==> config.mk <==
export PLATFORM = sky130hd
export DESIGN_NAME = mul_top
export DESIGN_NICKNAME = d
export VERILOG_FILES = /design/src/mul_pkg.sv /design/src/mul_ctrl_if.sv /design/src/mul_control.sv /design/src/mul_datapath.sv /design/src/mul_result.sv /design/src/mul_top.sv
export VERILOG_INCLUDE_DIRS = /design/src
export SDC_FILE = /design/constraint.sdc
export NUM_CORES = 1
export LEC_CHECK = 0
export ABC_AREA = 1
export BUFFER_PORTS_ARGS = -buffer_cell sky130_fd_sc_hd__buf_2
export CORE_MARGIN = 1.5
export CORE_UTILIZATION = 35
export DETAILED_ROUTE_END_ITERATION = 6
export PLACE_DENSITY = 0.63
export SYNTH_ARGS = -nofsm -noshare
export SYNTH_HDL_FRONTEND = slang
export SYNTH_SLANG_ARGS = --single-unit
==> constraint.sdc <==
create_clock -name clk -period 5.08 [get_ports clk]
set_input_delay 0.508 -clock clk [delete_from_list [all_inputs] [get_ports clk]]
set_output_delay 0.508 -clock clk [all_outputs]
set_load 0.005 [all_outputs]
==> src/mul_settings.svh <==
//====================================================================
// Build-time settings for the shift-and-add multiplier
// Include wherever the operand width is needed
//====================================================================
`ifndef MUL_SETTINGS_SVH
`define MUL_SETTINGS_SVH

// Operand width in bits, 2 or more
// Product is twice this, running sum adds one carry bit on top
`define MUL_WIDTH 8

`endif

==> src/mul_pkg.sv <==
//====================================================================
// Shared types for the multiplier stages and the bound checks
// Referenced by scoped name, never imported
//====================================================================
package mul_pkg;

    //==================================================================
    // Controller states
    //==================================================================
    // IDLE   waits for a start pulse
    // LOAD   loads operands and clears the running sum
    // ADD    adds the multiplicand when the current multiplier bit is set
    // SHIFT  shifts the running sum right by one
    // FINISH hands the product over to the result stage
    typedef enum logic [2:0] {
        IDLE   = 3'd0,
        LOAD   = 3'd1,
        ADD    = 3'd2,
        SHIFT  = 3'd3,
        FINISH = 3'd4
    } ctl_state_e;

endpackage

==> src/mul_ctrl_if.sv <==
//====================================================================
// Controller to datapath bundle: strobes with their taint bits,
// finish for the result stage, multiplier register fed back
//====================================================================
`timescale 1ns/1ps
`include "mul_settings.svh"

interface mul_ctrl_if;

    // Datapath strobes
    logic rsclear;
    logic rsload;
    logic rsshr;
    logic mrld;
    logic mdld;

    // Shadow taint of each strobe
    logic rsclear_t;
    logic rsload_t;
    logic rsshr_t;
    logic mrld_t;
    logic mdld_t;

    // Last cycle of an operation
    logic finish;

    // Multiplier register and its taint, read back by the FSM
    logic [`MUL_WIDTH-1:0] multiplier_reg;
    logic [`MUL_WIDTH-1:0] multiplier_reg_t;

    modport ctrl (
        output rsclear, rsload, rsshr, mrld, mdld,
        output rsclear_t, rsload_t, rsshr_t, mrld_t, mdld_t,
        output finish,
        input  multiplier_reg, multiplier_reg_t
    );

    modport dp (
        input  rsclear, rsload, rsshr, mrld, mdld,
        input  rsclear_t, rsload_t, rsshr_t, mrld_t, mdld_t,
        output multiplier_reg, multiplier_reg_t
    );

    modport res (
        input  finish
    );

endinterface

==> src/mul_control.sv <==
//====================================================================
// Decode stage: FSM that walks the multiplier bits and issues the
// load, add and shift strobes, each with its decision taint
//====================================================================
`timescale 1ns/1ps
`include "mul_settings.svh"

module mul_control (
    input  logic        clk,
    input  logic        rst_n,
    input  logic        start,
    input  logic        start_t,
    output logic        busy,
    mul_ctrl_if.ctrl    ctl
);

    localparam int unsigned BIT_W = $clog2(`MUL_WIDTH);
    localparam logic [BIT_W-1:0] LAST_BIT = BIT_W'(`MUL_WIDTH - 1);

    mul_pkg::ctl_state_e state;
    logic [BIT_W-1:0]    bit_idx;
    logic                decision_t;
    logic                cur_bit;
    logic                cur_bit_t;
    logic                strobe_t;

    // Multiplier bit under decision this cycle
    assign cur_bit   = ctl.multiplier_reg[bit_idx];
    assign cur_bit_t = ctl.multiplier_reg_t[bit_idx];

    //==================================================================
    // State register, bit counter, sticky decision taint
    //==================================================================
    always_ff @(posedge clk or negedge rst_n) begin
        if (!rst_n) begin
            state      <= mul_pkg::IDLE;
            bit_idx    <= '0;
            decision_t <= 1'b0;
        end else begin
            case (state)
                mul_pkg::IDLE: begin
                    // A new operation starts with a fresh decision taint
                    if (start) begin
                        state      <= mul_pkg::LOAD;
                        bit_idx    <= '0;
                        decision_t <= start_t;
                    end
                end
                mul_pkg::LOAD: begin
                    state <= mul_pkg::ADD;
                end
                mul_pkg::ADD: begin
                    // The add or skip choice depended on this bit
                    state      <= mul_pkg::SHIFT;
                    decision_t <= decision_t | cur_bit_t;
                end
                mul_pkg::SHIFT: begin
                    if (bit_idx == LAST_BIT) begin
                        state <= mul_pkg::FINISH;
                    end else begin
                        state   <= mul_pkg::ADD;
                        bit_idx <= bit_idx + 1'b1;
                    end
                end
                mul_pkg::FINISH: begin
                    state <= mul_pkg::IDLE;
                end
                default: begin
                    state <= mul_pkg::IDLE;
                end
            endcase
        end
    end

    assign busy = (state != mul_pkg::IDLE);

    //==================================================================
    // Strobe decode
    //==================================================================
    assign ctl.mrld    = (state == mul_pkg::LOAD);
    assign ctl.mdld    = (state == mul_pkg::LOAD);
    assign ctl.rsclear = (state == mul_pkg::LOAD);
    assign ctl.rsload  = (state == mul_pkg::ADD) & cur_bit;
    assign ctl.rsshr   = (state == mul_pkg::SHIFT);
    assign ctl.finish  = (state == mul_pkg::FINISH);

    // Taint of the ADD decision counts in the same cycle,
    // the sticky bit covers everything after it
    assign strobe_t = busy
                    & (decision_t | ((state == mul_pkg::ADD) & cur_bit_t));

    assign ctl.mrld_t    = strobe_t;
    assign ctl.mdld_t    = strobe_t;
    assign ctl.rsclear_t = strobe_t;
    assign ctl.rsload_t  = strobe_t;
    assign ctl.rsshr_t   = strobe_t;

endmodule

==> src/mul_datapath.sv <==
//====================================================================
// Execute stage: operand registers and running sum, add and shift
// steps, and the shadow taint of every register bit
//====================================================================
`timescale 1ns/1ps
`include "mul_settings.svh"

module mul_datapath (
    input  logic                      clk,
    input  logic                      rst_n,
    input  logic [`MUL_WIDTH-1:0]     multiplier,
    input  logic [`MUL_WIDTH-1:0]     multiplier_t,
    input  logic [`MUL_WIDTH-1:0]     multiplicand,
    input  logic [`MUL_WIDTH-1:0]     multiplicand_t,
    mul_ctrl_if.dp                    dp,
    output logic [2*`MUL_WIDTH-1:0]   product,
    output logic [2*`MUL_WIDTH-1:0]   product_t
);

    localparam int W  = `MUL_WIDTH;
    localparam int SW = 2 * W + 1;

    logic [W-1:0]  mr_reg;
    logic [W-1:0]  mr_reg_t;
    logic [SW-1:0] md_reg;
    logic [SW-1:0] md_reg_t;
    logic [SW-1:0] rs_reg;
    logic [SW-1:0] rs_reg_t;

    logic [SW-1:0] sum;
    logic [SW-1:0] carry_t;
    logic [SW-1:0] md_strobe_mask;
    logic [SW-1:0] rs_strobe_mask;

    // Tainted strobes mark the low half of their target
    assign md_strobe_mask = {{(W + 1){1'b0}}, {W{dp.mdld_t}}};
    assign rs_strobe_mask = {{(W + 1){1'b0}},
                             {W{dp.rsclear_t | dp.rsload_t | dp.rsshr_t}}};

    assign sum = rs_reg + md_reg;

    //==================================================================
    // Carry chain taint
    //==================================================================
    // Ripple the carry bit by bit; a carry out of bit i is tainted
    // only if it happens and an operand bit i is tainted
    always_comb begin : carry_chain
        logic c;
        logic g;
        c       = 1'b0;
        carry_t = '0;
        for (int i = 0; i < SW - 1; i++) begin
            g = (md_reg[i] & rs_reg[i]) | (md_reg[i] & c) | (rs_reg[i] & c);
            carry_t[i + 1] = g & (md_reg_t[i] | rs_reg_t[i]);
            c = g;
        end
    end

    //==================================================================
    // Operand registers
    //==================================================================
    always_ff @(posedge clk or negedge rst_n) begin
        if (!rst_n) begin
            mr_reg   <= '0;
            mr_reg_t <= '0;
            md_reg   <= '0;
            md_reg_t <= '0;
        end else begin
            if (dp.mrld) begin
                mr_reg   <= multiplier;
                mr_reg_t <= multiplier_t | {W{dp.mrld_t}};
            end else begin
                mr_reg_t <= mr_reg_t | {W{dp.mrld_t}};
            end

            // Multiplicand sits in the upper half for the right-shift scheme
            if (dp.mdld) begin
                md_reg   <= {1'b0, multiplicand, {W{1'b0}}};
                md_reg_t <= {1'b0, multiplicand_t, {W{dp.mdld_t}}};
            end else begin
                md_reg_t <= md_reg_t | md_strobe_mask;
            end
        end
    end

    //==================================================================
    // Running sum
    //==================================================================
    always_ff @(posedge clk or negedge rst_n) begin
        if (!rst_n) begin
            rs_reg   <= '0;
            rs_reg_t <= '0;
        end else if (dp.rsclear) begin
            rs_reg   <= '0;
            rs_reg_t <= rs_strobe_mask;
        end else if (dp.rsload) begin
            rs_reg   <= sum;
            rs_reg_t <= rs_reg_t | md_reg_t | carry_t | rs_strobe_mask;
        end else if (dp.rsshr) begin
            // Taint moves with its data bit
            rs_reg   <= rs_reg >> 1;
            rs_reg_t <= (rs_reg_t >> 1) | rs_strobe_mask;
        end else begin
            rs_reg_t <= rs_reg_t | rs_strobe_mask;
        end
    end

    assign dp.multiplier_reg   = mr_reg;
    assign dp.multiplier_reg_t = mr_reg_t;

    assign product   = rs_reg[2*W-1:0];
    assign product_t = rs_reg_t[2*W-1:0];

endmodule

==> src/mul_result.sv <==
//====================================================================
// Result stage: holds the finished product and its taint, flags any
// taint in it, and pulses done for one cycle
//====================================================================
`timescale 1ns/1ps
`include "mul_settings.svh"

module mul_result (
    input  logic                      clk,
    input  logic                      rst_n,
    mul_ctrl_if.res                   res,
    input  logic [2*`MUL_WIDTH-1:0]   product_in,
    input  logic [2*`MUL_WIDTH-1:0]   product_t_in,
    output logic [2*`MUL_WIDTH-1:0]   product,
    output logic [2*`MUL_WIDTH-1:0]   product_t,
    output logic                      product_tainted,
    output logic                      done
);

    // Capture on the edge that ends FINISH, hold until the next one
    always_ff @(posedge clk or negedge rst_n) begin
        if (!rst_n) begin
            product         <= '0;
            product_t       <= '0;
            product_tainted <= 1'b0;
        end else if (res.finish) begin
            product         <= product_in;
            product_t       <= product_t_in;
            product_tainted <= |product_t_in;
        end
    end

    // Done follows finish by one cycle, same edge as the capture
    always_ff @(posedge clk or negedge rst_n) begin
        if (!rst_n) begin
            done <= 1'b0;
        end else begin
            done <= res.finish;
        end
    end

endmodule

==> src/mul_top.sv <==
//====================================================================
// Multiplier top level: control, datapath and result stages joined
// by the strobe bundle, plain ports outside
//====================================================================
`timescale 1ns/1ps
`include "mul_settings.svh"

module mul_top (
    input  logic                      clk,
    input  logic                      rst_n,
    input  logic                      start,
    input  logic                      start_t,
    input  logic [`MUL_WIDTH-1:0]     multiplier,
    input  logic [`MUL_WIDTH-1:0]     multiplier_t,
    input  logic [`MUL_WIDTH-1:0]     multiplicand,
    input  logic [`MUL_WIDTH-1:0]     multiplicand_t,
    output logic                      busy,
    output logic                      done,
    output logic [2*`MUL_WIDTH-1:0]   product,
    output logic [2*`MUL_WIDTH-1:0]   product_t,
    output logic                      product_tainted
);

    // Running product straight from the datapath
    logic [2*`MUL_WIDTH-1:0] dp_product;
    logic [2*`MUL_WIDTH-1:0] dp_product_t;

    mul_ctrl_if ctl_bus ();

    mul_control u_control (
        .clk     (clk),
        .rst_n   (rst_n),
        .start   (start),
        .start_t (start_t),
        .busy    (busy),
        .ctl     (ctl_bus.ctrl)
    );

    mul_datapath u_datapath (
        .clk            (clk),
        .rst_n          (rst_n),
        .multiplier     (multiplier),
        .multiplier_t   (multiplier_t),
        .multiplicand   (multiplicand),
        .multiplicand_t (multiplicand_t),
        .dp             (ctl_bus.dp),
        .product        (dp_product),
        .product_t      (dp_product_t)
    );

    mul_result u_result (
        .clk             (clk),
        .rst_n           (rst_n),
        .res             (ctl_bus.res),
        .product_in      (dp_product),
        .product_t_in    (dp_product_t),
        .product         (product),
        .product_t       (product_t),
        .product_tainted (product_tainted),
        .done            (done)
    );

endmodule

==> reports/results.txt <==
status: complete, no violations
post-synthesis sequential area ratio: 54.8%
CTS sink cnt: 115
fin crit period: 2.35 ns
final WL: 12,200 um
worst r2r path cells: 5
CP peak stage delay: 1.07 ns
Nets: 718
pwr/cell area: 661 nW/um^2
syn nets: 650
Final period util: 46.2%
#FFs+latches synth: 115
most common cell after layout, fill and taps aside: nand2_1
input/output buffers: 70
RSZ-0062 raised after global routing: false
Net Sw Power: 1.62 mW
grt peak-use layer: met2
Comb pwr share: 34.9%
Via density: 4.89
Peak VDD IR: 0.000279 V
CP endpoint kind: flop
Syn Std Cell Area: 5250 um^2
sw frac: 38.6%
# resized after CTS: 0
met1 Use GR: 22.3%
CTS Hold Bufs: 0
CTS tree: done
clk root buf: clkbuf_16
R2R setup slack: 2.73 ns
H-tree Lvls: 4
GR Layer Usage met2: 26.1%
Final Skew: 0.00938 ns
GR Util All Layers: 16.5%
Ys Warns: 0
Crit Path Class: flop to flop
Post-CTS Setup Repair Bufs: 0
IO Count: 71
Slew @ Worst Pin: 1.28 ns
Clk Latency, worst-skew pair: 0.41 ns
Flop pwr share: 33.7%
fmax: 0.426 GHz
pre-CTS setup slack: 2.77 ns
clock slew at reported path FFs: 0.06 ns
Setup Viol. Count Final: 0
Finished Cell Area: 6370 um^2
Total Power: 4.21 mW
Die Wd: 125 um
share of layout cells above drive strength 1: 19.6%
number of inserted diodes: 0
worst path required time: 5.35 ns
starting density of the core: 36.0%
Detail Route Antenna Nets: 0
DIE AREA: 15,700 um^2
commonest cells after routing, fill and taps aside: nand2_1 (176), dfrtp_1 (115), o21ai_0 (69), buf_2 (69), inv_1 (63)
Die Y: 125 um
Rows: 44
core box area: 14,600 um^2
global route total overflow: 0
Final Worst Setup Slack: 2.73 ns
Pins Over Slew Limit: 0
Clock Path Buffers: 2
vias in the first global route: 4,294
DRC Markers: 0
antenna violations before repair: 0
relative slew slack: 14.2%
Area growth syn-to-layout: 21.3%
crit path DAT: 2.62 ns
area post-placement: 5710 um^2
DRT iter0 DRCs: 339
wire per inst: 14.1 um
GPL Wtd Cong: 0.903
CP Launch Type: flop
DR pass1 iterations: 4
CP Cell Sequence: nor3_1, inv_1, buf_4, nand2_1, o21ai_0
Cell variety after synth: 36
Power Internal: 2.58 mW
max cap viols: 0
worst hold path type: input pin to asynchronous set/reset pin
first-pass GRT wire length: 20,900 um
Num CTS Buffers: 17
CP max FO: 56
slowest stage cell, crit path: nor3_1
vias post-DR: 4,243
largest net degree at the start of global routing: 74
Leakage: 3.23 nW
met3 Usage GRT: 4.45%
Setup TNS: 0 ns
Mapped Cells: 603
DPL Wire Length: 8460 um
syn avg cell area: 8.70 um^2
Clock Power Share: 31.5%
Final Hold Fails: 0
-- layer usage --
| layer | routed length [um] | up-vias |
|---|---|---|
| met1 | 5860 | 2034 |
| met4 | 131 | 0 |
| met2 | 5660 | 88 |
| met5 | 0 | - |
| li1 | - | 2109 |
| met3 | 569 | 12 |
-- metrics by stage --
stage	std cells	utilization (%)	hold slack, ns
2_1_floorplan	603	-	0.212
3_3_place_gp	836	39.2	0.451
3_5_place_dp	836	39.2	0.456
4_1_cts	868	43.6	0.271
5_1_grt	868	43.6	0.299
6_report	868	43.6	0.226
-- logic make-up after synthesis --
group,after synthesis,synth area share [%]
fa+ha+maj,11,2.77
compound gates,139,14.5
simple gates,241,19.3
xor+xnor,6,1.00
flops,115,54.8
buf+inv,91,7.51
-- power by group through the flow --
stage	clock network [mW]	logic, mW	registers, mW
final	1.32	1.47	1.42
after global routing	1.39	1.70	1.45
after CTS	1.34	1.48	1.42
after detailed placement	0	1.46	1.43
after global placement	0	1.41	1.41
after floorplan	0	1.21	1.37
-- Yosys cell counts (all sizes together) --
cell       n  area [um^2]
a211oi     1         7.51
a21oi     30          154
a31oi      1         6.26
a41oi      1         8.76
buf       11         91.3
clkbuf    13         48.8
clkinv     1         3.75
dfrtp    115         2880
fa         1         20.0
ha        10          125
inv       66          250
nand2    185          717
nand3     24          138
nand4      2         12.5
nor2      16         62.6
nor3       2         10.0
nor4       2         12.5
o2111ai    1         8.76
o211ai     5         47.5
o21ai     79          399
o22ai     21          131
or2       10         62.6
xor2       6         52.6
-- final timing paths --
kind | from | to
max | u_control.state[1] | u_result.product[7]
max reg2reg | u_control.state[1] | u_result.product[7]
max in group asynchronous | rst_n | u_result.product_t[11]
min in group clk | multiplier[1] | u_datapath.dp.multiplier_reg[1]
min reg2reg | u_result.product_t[3] | u_result.product_t[3]
min | rst_n | u_datapath.md_reg_t[15]
-- worst max-delay path, delay by kind of cell, from the launching register on --
| kind | cells | cell delay (ns) |
|---|---|---|
| DFF | 1 | 0.52 |
| AOI/OAI and AO/OA | 1 | 0.09 |
| buffers and inverters | 2 | 0.41 |
| and+or+nand+nor | 2 | 1.17 |
-- cell type report --
cell class,instances,area (um^2)
Inverter,67,254
Tap cell,184,230
Clock inverter,15,229
Clock buffer,17,425
Fill cell,1438,8220
Sequential cell,115,2880
Multi-Input combinational cell,397,1980
Timing Repair Buffer,73,375
(Power assumes the default switching activity.)
